==> config.mk <==
export PLATFORM = sky130hd
export DESIGN_NAME = vertex_xform_top
export DESIGN_NICKNAME = d
export VERILOG_FILES = /design/src/source/vtx_pkg.sv /design/src/source/matvec_mul.sv /design/src/source/vertex_in_buffer.sv /design/src/source/vertex_shader.sv /design/src/source/vertex_xform_top.sv
export SDC_FILE = /design/constraint.sdc
export NUM_CORES = 2
export LEC_CHECK = 0
export CORE_MARGIN = 1.5
export CORE_UTILIZATION = 45
export CTS_BUF_LIST = sky130_fd_sc_hd__clkbuf_16
export DETAILED_ROUTE_END_ITERATION = 8
export DONT_BUFFER_PORTS = 1
export GPL_TIMING_DRIVEN = 0
export RECOVER_POWER = 25
export SLEW_MARGIN = 40
export SYNTH_ARGS = -nofsm -noshare
export SYNTH_HDL_FRONTEND = slang
export SYNTH_SLANG_ARGS = --single-unit
export TNS_END_PERCENT = 100
==> constraint.sdc <==
create_clock -name clk -period 19.3 [get_ports clk]
set_clock_uncertainty 0.05 [all_clocks]
set_input_delay 3.86 -clock clk [delete_from_list [all_inputs] [get_ports clk]]
set_output_delay 3.86 -clock clk [all_outputs]
set_load 0.02 [all_outputs]
==> src/source/vtx_pkg.sv <==
`default_nettype none

package vtx_pkg;

    // ~~~~~~~~~~~~~~~~~~~~~~~~~~~~~~
    // fixed-point format
    // ~~~~~~~~~~~~~~~~~~~~~~~~~~~~~~

    localparam int COORD_W = 24;                // one coordinate
    localparam int FRAC_W  = 13;                // fraction bits

    typedef logic signed [COORD_W-1:0]   coord_t;
    typedef logic signed [2*COORD_W-1:0] prod_t;    // one element product
    typedef logic signed [2*COORD_W+1:0] acc_t;     // four products, no overflow

    localparam coord_t FIXED_ONE = coord_t'(1) << FRAC_W;  // w component

    // ~~~~~~~~~~~~~~~~~~~~~~~~~~~~~~
    // flow control
    // ~~~~~~~~~~~~~~~~~~~~~~~~~~~~~~

    localparam int IN_DEPTH    = 4;             // input slots = upstream credits
    localparam int OUT_CREDITS = 2;             // downstream receiver slots

    // counters must reach the full value, hence the +1
    localparam int CREDIT_MAX = (IN_DEPTH > OUT_CREDITS) ? IN_DEPTH : OUT_CREDITS;
    localparam int CREDIT_W   = $clog2(CREDIT_MAX + 1);

endpackage

`default_nettype wire

==> src/source/matvec_mul.sv <==
`timescale 1ns/1ps
`default_nettype none

module matvec_mul (
    input  logic            clk,
    input  logic            rstn,
    input  logic            i_start,
    input  vtx_pkg::coord_t i_matrix [4][4],
    input  vtx_pkg::coord_t i_vector [4],
    output logic            o_busy,
    output vtx_pkg::coord_t o_result [4],
    output logic            o_done
);

    import vtx_pkg::*;

    coord_t     mat_r [4][4];
    coord_t     vec_r [4];
    logic [1:0] row;                            // row under computation
    logic       start_ok;
    prod_t      prod [4];
    acc_t       acc;
    acc_t       acc_sh;
    coord_t     row_val;

    assign start_ok = i_start && !o_busy;

    // operands stay put for all four row cycles
    always_ff @(posedge clk) begin
        if (start_ok) begin
            mat_r <= i_matrix;
            vec_r <= i_vector;
        end
    end

    // ~~~~~~~~~~~~~~~~~~~~~~~~~~~~~~
    // row datapath
    // ~~~~~~~~~~~~~~~~~~~~~~~~~~~~~~

    always_comb begin
        acc = '0;
        for (int k = 0; k < 4; k++) begin
            prod[k] = mat_r[row][k] * vec_r[k];
            acc     = acc + acc_t'(prod[k]);    // sign extend, exact
        end
        acc_sh  = acc >>> FRAC_W;               // floor
        row_val = coord_t'(acc_sh);             // wrap to coordinate width
    end

    always_ff @(posedge clk) begin
        if (o_busy) begin
            o_result[row] <= row_val;
        end
    end

    // ~~~~~~~~~~~~~~~~~~~~~~~~~~~~~~
    // sequencing
    // ~~~~~~~~~~~~~~~~~~~~~~~~~~~~~~

    // start in cycle s, rows in s+1..s+4, done in s+5
    always_ff @(posedge clk) begin
        if (!rstn) begin
            o_busy <= 1'b0;
            o_done <= 1'b0;
            row    <= '0;
        end else begin
            o_done <= 1'b0;
            if (start_ok) begin
                o_busy <= 1'b1;
                row    <= '0;
            end else if (o_busy) begin
                row <= row + 1'b1;
                if (row == 2'd3) begin
                    o_busy <= 1'b0;             // last row written this edge
                    o_done <= 1'b1;
                end
            end
        end
    end

endmodule

`default_nettype wire

==> src/source/vertex_in_buffer.sv <==
`timescale 1ns/1ps
`default_nettype none

module vertex_in_buffer (
    input  logic            clk,
    input  logic            rstn,
    input  logic            i_push,
    input  vtx_pkg::coord_t i_vertex [3],
    input  logic            i_last,
    input  logic            i_pop,
    output logic            o_valid,
    output vtx_pkg::coord_t o_vertex [3],
    output logic            o_last,
    output logic            o_credit
);

    import vtx_pkg::*;

    coord_t                      slot_xyz  [IN_DEPTH][3];
    logic                        slot_last [IN_DEPTH];
    logic [$clog2(IN_DEPTH)-1:0] wr_ptr;
    logic [$clog2(IN_DEPTH)-1:0] rd_ptr;
    logic [CREDIT_W-1:0]         count;
    logic                        pop;

    assign pop = i_pop && o_valid;              // never pop an empty buffer

    // ~~~~~~~~~~~~~~~~~~~~~~~~~~~~~~
    // storage
    // ~~~~~~~~~~~~~~~~~~~~~~~~~~~~~~

    always_ff @(posedge clk) begin
        if (i_push) begin
            slot_xyz[wr_ptr]  <= i_vertex;
            slot_last[wr_ptr] <= i_last;
        end
    end

    assign o_vertex = slot_xyz[rd_ptr];         // head of queue
    assign o_last   = slot_last[rd_ptr];
    assign o_valid  = (count != '0);

    // ~~~~~~~~~~~~~~~~~~~~~~~~~~~~~~
    // pointers and credit return
    // ~~~~~~~~~~~~~~~~~~~~~~~~~~~~~~

    // upstream only pushes with a credit, so a full buffer is never pushed
    always_ff @(posedge clk) begin
        if (!rstn) begin
            wr_ptr   <= '0;
            rd_ptr   <= '0;
            count    <= '0;
            o_credit <= 1'b0;
        end else begin
            if (i_push) begin
                wr_ptr <= (wr_ptr == IN_DEPTH - 1) ? '0 : wr_ptr + 1'b1;
            end
            if (pop) begin
                rd_ptr <= (rd_ptr == IN_DEPTH - 1) ? '0 : rd_ptr + 1'b1;
            end

            case ({i_push, pop})
                2'b10:   count <= count + 1'b1;
                2'b01:   count <= count - 1'b1;
                default: ;                      // both or neither
            endcase

            o_credit <= pop;                    // one slot freed
        end
    end

endmodule

`default_nettype wire

==> src/source/vertex_shader.sv <==
`timescale 1ns/1ps
`default_nettype none

module vertex_shader (
    input  logic            clk,
    input  logic            rstn,
    input  vtx_pkg::coord_t i_mvp [4][4],
    input  logic            i_mvp_valid,
    input  logic            i_buf_valid,
    input  vtx_pkg::coord_t i_buf_vertex [3],
    input  logic            i_buf_last,
    input  logic            i_mv_busy,
    input  vtx_pkg::coord_t i_mv_result [4],
    input  logic            i_mv_done,
    input  logic            i_out_credit,
    output logic            o_mvp_ready,
    output logic            o_buf_pop,
    output logic            o_mv_start,
    output vtx_pkg::coord_t o_mv_matrix [4][4],
    output vtx_pkg::coord_t o_mv_vector [4],
    output vtx_pkg::coord_t o_vertex [4],
    output logic            o_vertex_valid,
    output logic            o_finished
);

    import vtx_pkg::*;

    typedef enum logic [2:0] {
        IDLE,
        FETCH,
        WAIT_MUL,
        HOLD,
        FINISHED
    } state_t;

    state_t              state;
    state_t              state_nxt;
    coord_t              mvp_r [4][4];
    logic                last_r;            // current vertex closes the batch
    logic [CREDIT_W-1:0] credits;           // free downstream slots
    logic                has_credit;
    logic                take_mvp;
    logic                fetch;
    logic                emit;

    assign has_credit = (credits != '0);
    assign take_mvp   = (state == IDLE) && i_mvp_valid;
    assign fetch      = (state == FETCH) && i_buf_valid && !i_mv_busy;

    // ~~~~~~~~~~~~~~~~~~~~~~~~~~~~~~
    // next state
    // ~~~~~~~~~~~~~~~~~~~~~~~~~~~~~~

    always_comb begin
        state_nxt = state;
        emit      = 1'b0;

        case (state)
            IDLE: begin
                if (i_mvp_valid) begin
                    state_nxt = FETCH;
                end
            end

            FETCH: begin
                if (fetch) begin
                    state_nxt = WAIT_MUL;
                end
            end

            WAIT_MUL: begin
                if (i_mv_done) begin
                    if (has_credit) begin
                        emit      = 1'b1;
                        state_nxt = last_r ? FINISHED : FETCH;
                    end else begin
                        state_nxt = HOLD;       // receiver full
                    end
                end
            end

            HOLD: begin
                if (has_credit) begin
                    emit      = 1'b1;
                    state_nxt = last_r ? FINISHED : FETCH;
                end
            end

            FINISHED: begin
                state_nxt = IDLE;
            end

            default: begin
                state_nxt = IDLE;
            end
        endcase
    end

    // ~~~~~~~~~~~~~~~~~~~~~~~~~~~~~~
    // control registers
    // ~~~~~~~~~~~~~~~~~~~~~~~~~~~~~~

    always_ff @(posedge clk) begin
        if (!rstn) begin
            state          <= IDLE;
            last_r         <= 1'b0;
            credits        <= CREDIT_W'(OUT_CREDITS);
            o_vertex_valid <= 1'b0;
            o_finished     <= 1'b0;
        end else begin
            state          <= state_nxt;
            o_vertex_valid <= emit;             // one cycle after the decision
            o_finished     <= (state == FINISHED);

            if (fetch) begin
                last_r <= i_buf_last;
            end

            case ({i_out_credit, emit})
                2'b10:   credits <= credits + 1'b1;
                2'b01:   credits <= credits - 1'b1;
                default: ;
            endcase
        end
    end

    // ~~~~~~~~~~~~~~~~~~~~~~~~~~~~~~
    // payload
    // ~~~~~~~~~~~~~~~~~~~~~~~~~~~~~~

    always_ff @(posedge clk) begin
        if (take_mvp) begin
            mvp_r <= i_mvp;
        end
        if ((state == WAIT_MUL) && i_mv_done) begin
            o_vertex <= i_mv_result;            // held through HOLD
        end
    end

    assign o_mvp_ready = (state == IDLE);
    assign o_buf_pop   = fetch;
    assign o_mv_start  = fetch;                 // pop and start together
    assign o_mv_matrix = mvp_r;

    assign o_mv_vector[0] = i_buf_vertex[0];
    assign o_mv_vector[1] = i_buf_vertex[1];
    assign o_mv_vector[2] = i_buf_vertex[2];
    assign o_mv_vector[3] = FIXED_ONE;          // homogeneous w

endmodule

`default_nettype wire

==> src/source/vertex_xform_top.sv <==
`timescale 1ns/1ps
`default_nettype none

module vertex_xform_top (
    input  logic            clk,
    input  logic            rstn,
    input  vtx_pkg::coord_t i_mvp [4][4],
    input  logic            i_mvp_valid,
    output logic            o_mvp_ready,
    input  vtx_pkg::coord_t i_vertex [3],
    input  logic            i_vertex_last,
    input  logic            i_vertex_valid,
    output logic            o_in_credit,
    output vtx_pkg::coord_t o_vertex [4],
    output logic            o_vertex_valid,
    output logic            o_finished,
    input  logic            i_out_credit
);

    import vtx_pkg::*;

    // buffer to shader
    logic   buf_valid;
    coord_t buf_vertex [3];
    logic   buf_last;
    logic   buf_pop;

    // shader to multiplier
    logic   mv_start;
    coord_t mv_matrix [4][4];
    coord_t mv_vector [4];
    logic   mv_busy;
    coord_t mv_result [4];
    logic   mv_done;

    vertex_in_buffer u_in_buf (
        .clk      (clk),
        .rstn     (rstn),
        .i_push   (i_vertex_valid),             // valid already spent a credit
        .i_vertex (i_vertex),
        .i_last   (i_vertex_last),
        .i_pop    (buf_pop),
        .o_valid  (buf_valid),
        .o_vertex (buf_vertex),
        .o_last   (buf_last),
        .o_credit (o_in_credit)
    );

    vertex_shader u_shader (
        .clk            (clk),
        .rstn           (rstn),
        .i_mvp          (i_mvp),
        .i_mvp_valid    (i_mvp_valid),
        .i_buf_valid    (buf_valid),
        .i_buf_vertex   (buf_vertex),
        .i_buf_last     (buf_last),
        .i_mv_busy      (mv_busy),
        .i_mv_result    (mv_result),
        .i_mv_done      (mv_done),
        .i_out_credit   (i_out_credit),
        .o_mvp_ready    (o_mvp_ready),
        .o_buf_pop      (buf_pop),
        .o_mv_start     (mv_start),
        .o_mv_matrix    (mv_matrix),
        .o_mv_vector    (mv_vector),
        .o_vertex       (o_vertex),
        .o_vertex_valid (o_vertex_valid),
        .o_finished     (o_finished)
    );

    matvec_mul u_matvec (
        .clk      (clk),
        .rstn     (rstn),
        .i_start  (mv_start),
        .i_matrix (mv_matrix),
        .i_vector (mv_vector),
        .o_busy   (mv_busy),
        .o_result (mv_result),
        .o_done   (mv_done)
    );

endmodule

`default_nettype wire

# [Word level (Yosys, flattened, before mapping)]
# Memories as Yosys holds them, arrays and structs flattened. A register that Yosys moved wholly into a read port is not among the register bits.
# Cells that the tools add are included.
[totals] out_inout_bits=100 register_bits=980 elab_cells=129 input_bits=462 n_memories=2 ramBits=292
[mem_list] name="u_in_buf.slot_xyz" words=4 width=72 read_ports=1 rd_ports_with_merged_regs=1 write_ports=1 line="vertex_in_buffer.sv:19" source="coord_t slot_xyz [IN_DEPTH][3];"
[mem_list] name="u_in_buf.slot_last" words=4 width=1 read_ports=1 rd_ports_with_merged_regs=1 write_ports=1 line="vertex_in_buffer.sv:20" source="logic slot_last [IN_DEPTH];"
[classes] multipliers=3 mux=26 n_reduce_logical=17 add_sub_neg=10 n_lt_le_gt_ge=2 n_bitwise=3 eq_ne=15
[op_table] op="96-bit binary-select mux with 2-bit select" count=1
[op_table] op="96-bit 2-to-1 mux" count=2
[op_table] op="37-bit adder" count=3
[op_table] op="24-bit by 24-bit multiplier with 37-bit output" count=3
[op_table] op="96-bit bitwise mux" count=1
[op_table] op="24-bit demux with 2-bit select" count=1
[op_table] op="24-bit 2-to-1 mux" count=1
[op_table] op="3-bit 2-to-1 mux" count=6
[op_table] op="3-bit case mux with 2 select lines" count=2
[op_table] op="3-bit case mux with 4 select lines" count=1
[op_table] op="2-bit equality test (second input constant)" count=5
[op_table] op="1-bit 2-to-1 mux" count=8
[op_table] op="1-bit logical AND" count=7
[op_table] op="2-bit by 1-bit adder with 2-bit output (second input constant)" count=3
[op_table] op="3-bit by 1-bit adder with 3-bit output (second input constant)" count=2
[op_table] op="3-bit by 2-bit equality test with 1-bit output (second input constant)" count=2
[op_table] op="3-bit nonzero test" count=2
[op_table] op="3-bit by 1-bit subtractor with 3-bit output (second input constant)" count=2
[op_table] op="2-bit by 1-bit equality test with 1-bit output (second input constant)" count=2
[op_table] op="2-bit 2-to-1 mux" count=2
[op_table] op="2-bit by 1-bit inequality test with 1-bit output (second input constant)" count=2
[op_table] op="2-bit inequality test (second input constant)" count=2
[op_table] op="4-bit AND reduction" count=1
[op_table] op="2-bit nonzero test" count=2
[op_table] op="other kinds (11)" count=13

# [Depth between registers and ports, before layout]
[logic_depth] word_depth=9 depth_mapped=37 mapped_depth_nobuf=32

# [Cells and area by module]
# From an unflattened synthesis, not the netlist that was laid out.
[unflattened] cells_unflattened=9072 hier_area_um2=114492.3
[modules_own_cells] mod="matvec_mul" cells_per_inst=8011 area_each_um2=87796.7 n_inst=1 seq_area_each_um2=17376.7
[modules_own_cells] mod="vertex_shader" cells_per_inst=628 area_each_um2=15611.2 n_inst=1 seq_area_each_um2=14594.0
[modules_own_cells] mod="vertex_in_buffer" cells_per_inst=433 area_each_um2=11084.4 n_inst=1 seq_area_each_um2=8968.6

# [Worst setup path after synthesis]
# Ideal clock, no wire load.
[synth_timing] path_type="register -> register" from="reg u_shader.state[1]" to="reg u_matvec.mat_r[0] in the netlist's numbering, enable pin" synth_period_minus_slack_ns=21.075 t_arrival_ns=19.739 setup_slack_ns=-1.775 stages_incl_launch_ff=4 t_required_ns=17.964 setup_ns=1.286 path_cell_list="dfxtp_1 > nand2b_1 > or3_1 > nor2_1"
[synth_via] elab_chain_len=4
[synth_lines] element="from (decl)" line="vertex_shader.sv:36" source="state_t state;"
[synth_lines] element="from (signal assigned)" line="vertex_shader.sv:111" source="state <= state_nxt;"
[synth_lines] element="3-bit by 1-bit equality test with 1-bit output" line="vertex_shader.sv:48" source="assign fetch = (state == FETCH) && i_buf_valid && !i_mv_busy;"
[synth_lines] element="1-bit logical AND (2 in series)" line="vertex_shader.sv:48"
[synth_lines] element="net buf_pop" line="vertex_xform_top.sv:26" source="logic buf_pop;"
[synth_lines] element="1-bit logical AND" line="matvec_mul.sv:26" source="assign start_ok = i_start && !o_busy;"
[synth_lines] element="to (signal assigned)" line="matvec_mul.sv:31" source="mat_r <= i_matrix;"
[synth_lines] element="to (decl)" line="matvec_mul.sv:17" source="coord_t mat_r [4][4];"
# The timed path passes the listed nets, and every way through them passes these cells.
# A chain may end at the register's enable or synchronous reset.

# [Final worst setup path]
[layout_timing] from="reg u_matvec.row[1]" to="reg u_matvec.o_result[41] in the netlist's numbering, data pin"
[layout_via] elab_chain_len=9 word_cells_on_any_way=16
[layout_lines] element="from (decl)" line="matvec_mul.sv:19" source="logic [1:0] row;"
[layout_lines] element="from (signal assigned)" line="matvec_mul.sv:72" source="row <= row + 1'b1;"
[layout_lines] element="2-bit inverter with 3-bit output (implied by the code) *" line="matvec_mul.sv:43" source="prod[k] = mat_r[row][k] * vec_r[k];"
[layout_lines] element="96-bit binary-select mux with 2-bit select *" line="matvec_mul.sv:43"
[layout_lines] element="96-bit 2-to-1 mux (implied by the code) * (2 in series)" line="matvec_mul.sv:43"
[layout_lines] element="24-bit by 24-bit multiplier with 37-bit output" line="matvec_mul.sv:43"
[layout_lines] element="37-bit adder (2 in series)" line="matvec_mul.sv:44" source="acc = acc + acc_t'(prod[k]);"
[layout_lines] element="37-bit adder *" line="matvec_mul.sv:44"
[layout_lines] element="net u_matvec.acc[30]" line="matvec_mul.sv:22" source="acc_t acc;"
[layout_lines] element="96-bit bitwise mux *" line="matvec_mul.sv:52" source="o_result[row] <= row_val;"
[layout_lines] element="to (signal, indexed assignment)" line="matvec_mul.sv:52"
[layout_lines] element="to (decl)" line="matvec_mul.sv:11" source="output vtx_pkg::coord_t o_result [4],"
# The timed path passes the listed nets; every way through them passes the cells marked *. The select of a mux whose other input is x is not followed.

==> flow_metrics.py <==
metrics = {
    "outcome": {
        "status": "finished with violations",
        "violations": "max-capacitance violations, max-slew violations",
    },
    "clock_network": {
        "cts_setup_buffers": 0,
        "clk_pin_slew_ns": 0.06,
        "ctsRootBufferMaster": "clkbuf_16",
        "clock_latency_ns": 0.81,
        "cts_tree": "built",
        "cts_buffers": 137,
        "clockBufferDepth": 3,
        "postCtsHoldBufs": 0,
        "numClockSinks": 1345,
        "cts_resized": 0,
        "cts_max_level": 4,
    },
    "die": {
        "die_w_um": 466,
        "coreArea_sq_mm": 0.213,
        "num_rows": 169,
        "initial_core_util": 0.454,
        "die-height_um": 466,
        "io-pin-count": 562,
        "die-area_sq_mm": 0.217,
    },
    "routing": {
        "m1WireLength_um": 103000,
        "wl_met3_um": 24500,
        "final_antenna_net_count": 0,
        "wl_per_cell_um": 25.0,
        "highest_layer": "met5",
        "drt_first_pass_iters": 6,
        "vias": 53200,
        "routed_via_density": 5.12,
        "drc": 0,
        "finalWirelength_um": 260000,
        "route.met2.wl_um": 123000,
        "first_iter_violations": 4302,
    },
    "timing": {
        "hold_viol": 0,
        "rsz0062_at_grt": "no",
        "drv_slew": 25,
        "layout_setup_ws_ns": 6.66,
        "setup_viol": 0,
        "fin_setup_tns_ns": 0,
        "post-route-period-util": 0.655,
        "worst_pin_slew_ns": 2.35,
        "fmax_mhz": 79.1,
        "hold_ws_ns": 0.330,
        "period_needed_ns": 12.64,
        "relSlewSlack": -0.569,
    },
    "worst_setup_path": {
        "max_stage_delay_ns": 0.68,
        "crit_arrival_ns": 13.10,
        "path_max_fanout": 10,
        "endpoint_kind": "flip-flop",
        "start_kind": "flip-flop",
        "worst_path_most_repeated_cell": "fa_1",
        "worstSetupPathType": "flip-flop to flip-flop",
        "required_ns": 19.76,
        "cp_slowest_cell": "clkbuf_1",
    },
    "cells_and_area": {
        "nets": 9786,
        "fin_cells": 10400,
        "area_delta_synth_final_pct": 9.25,
        "drive_gt1_frac": 0.0601,
    },
    "logic_synthesis": {
        "synth-main-ff-cell": "edfxtp_1",
        "synth-edff-count": 1324,
        "syn_avg_cell_area_sq_um": 13.3,
        "syn_nets": 9588,
        "synth_warnings": 0,
        "synthDistinctLibCells": 58,
        "async_reset_ff_frac": 0,
        "postSynthCellCount": 7257,
        "ys_ff_latch": 1345,
        "ys_seq_area_frac": 0.417,
        "syn-cell-area_sq_mm": 0.0965,
    },
    "placement": {
        "placement.io_buffers": 0,
        "dp_hpwl_um": 219000,
        "dp_cells": 10100,
        "place_congestion": 0.975,
        "dp_slack_ns": 6.66,
    },
    "global_route": {
        "grt_overflow_total": 0,
        "track_usage": 0.246,
        "grt_pass1_wl_um": 380000,
        "grt_pass1_vias": 57200,
        "antenna_found_initial": 25,
        "grt_max_degree": 48,
    },
    "min_path": {
        "hp-class": "flip-flop to flip-flop",
    },
    "flow_run": {
        "cap_violations": 1,
    },
}
==> cells by family (layout without fill, tap and decap cells) <==
kind of cell / count (synthesis) / after routing / synth area share
adders and majority gates: 1869 / 1869 / 0.364
and+or+nand+nor: 1664 / 1664 / 0.0833
xor gates and xnor gates: 128 / 128 / 0.0119
muxes: 175 / 175 / 0.0401
buffers and inverters: 1991 / 2293 / 0.0780
AOI/OAI and AO/OA: 85 / 85 / 0.00589
DFF: 1345 / 1345 / 0.417
other: 0 / 5 / 0
==> metrics by stage <==
| step | cell area (sq um) | util |
|---|---|---|
| 2_1_floorplan | 96500 | - |
| 3_3_place_gp | 100000 | 0.471 |
| 3_5_place_dp | 101000 | 0.476 |
| 4_1_cts | 105000 | 0.496 |
| 5_1_grt | 105000 | 0.496 |
| 6_report | 105000 | 0.496 |
==> worst max-delay path, delay by kind of cell (launching register included) <==
family / cells / cell delay [ns]
multiplexers: 1 / 0.64
adder cells (fa/ha/maj): 11 / 5.72
buffers and inverters: 9 / 2.77
AO/OA/AOI/OAI: 6 / 1.19
AND/OR/NAND/NOR: 3 / 0.69
flip-flops: 1 / 0.61
XOR/XNOR: 1 / 0.60
==> worst paths after layout <==
check	cells after the start	from	slack [ns]	end
worst max-delay path	31	u_matvec.row[1]$_SDFFE_PP0P_	6.66	u_matvec.o_result[41]$_DFFE_PP_
worst max register to register	31	u_matvec.row[1]$_SDFFE_PP0P_	6.66	u_matvec.o_result[41]$_DFFE_PP_
worst min register to register	0	u_shader.o_mv_matrix[217]$_DFFE_PP_	0.33	u_matvec.mat_r[217]$_DFFE_PP_
worst min-delay path	0	u_shader.o_mv_matrix[217]$_DFFE_PP_	0.33	u_matvec.mat_r[217]$_DFFE_PP_
==> cell usage in the layout, fill, tap and decap left out, drive strengths merged, types with 2 or more instances in the layout <==
master,count
a21boi,3
clkbuf,426
o21bai,3
nor3,8
o21ai,20
a21o,11
a221oi,2
inv,1726
nand2,936
nand4,2
dfxtp,21
o21a,5
nor2,17
buf,71
bufinv,10
a21oi,27
mux2i,5
fa,1567
and3,4
diode,5
nand2b,33
edfxtp,1324
mux4,169
clkinvlp,5
xnor2,99
and2,624
nor2b,21
clkinv,55
a31oi,2
xor2,28
a211oi,3
or3,5
nand3,7
ha,302
==> Yosys cell counts, drive strengths merged, types with 2 or more instances <==
cell / number / area, sq um
a211oi: 3 / 22.5
a21boi: 3 / 22.5
a21o: 11 / 82.6
a21oi: 27 / 154
a221oi: 2 / 17.5
a31oi: 2 / 12.5
and2: 624 / 3900
and3: 4 / 25.0
buf: 35 / 178
clkbuf: 265 / 995
dfxtp: 21 / 420
edfxtp: 1324 / 39800
fa: 1567 / 31400
ha: 302 / 3780
inv: 1691 / 6350
mux2i: 5 / 50.1
mux4: 169 / 3810
nand2: 936 / 3520
nand2b: 33 / 206
nand3: 7 / 35.0
nand4: 2 / 12.5
nor2: 17 / 63.8
nor2b: 21 / 131
nor3: 8 / 40.0
o21a: 5 / 37.5
o21ai: 20 / 100
o21bai: 3 / 22.5
or3: 5 / 36.3
xnor2: 99 / 867
xor2: 28 / 260
==> registers in the layout, indices dropped and copies added, names as in the netlist, 3 cells and up <==
signal / cells
u_matvec.mat_r: 384
u_shader.o_mv_matrix: 384
u_in_buf.slot_xyz: 288
u_matvec.o_result: 96
u_shader.o_vertex: 96
u_matvec.vec_r: 72
u_in_buf.slot_last: 4
u_in_buf.count: 3
u_shader.credits: 3
u_shader.state: 3
==> per-layer routing <==
layer	vias to the layer above	track usage
met5	-	0
met4	6	0.0850
met3	321	0.0668
met2	1993	0.392
met1	28200	0.325
li1	22700	-
==> area by class of cell <==
type | instances | area [sq um]
inverters | 1691 | 6350
clock buffers | 138 | 3450
repair buffers | 59 | 912
well taps | 2821 | 3530
diodes | 5 | 12.5
flip-flops and latches | 1345 | 40200
clock inverters | 105 | 948
multi-input cells | 3921 | 48800
fillers | 18500 | 107000
plain buffers | 300 | 1190
Power is not shown: default switching activity piles up to over one toggle a cycle in this logic, so the estimate is an artifact.
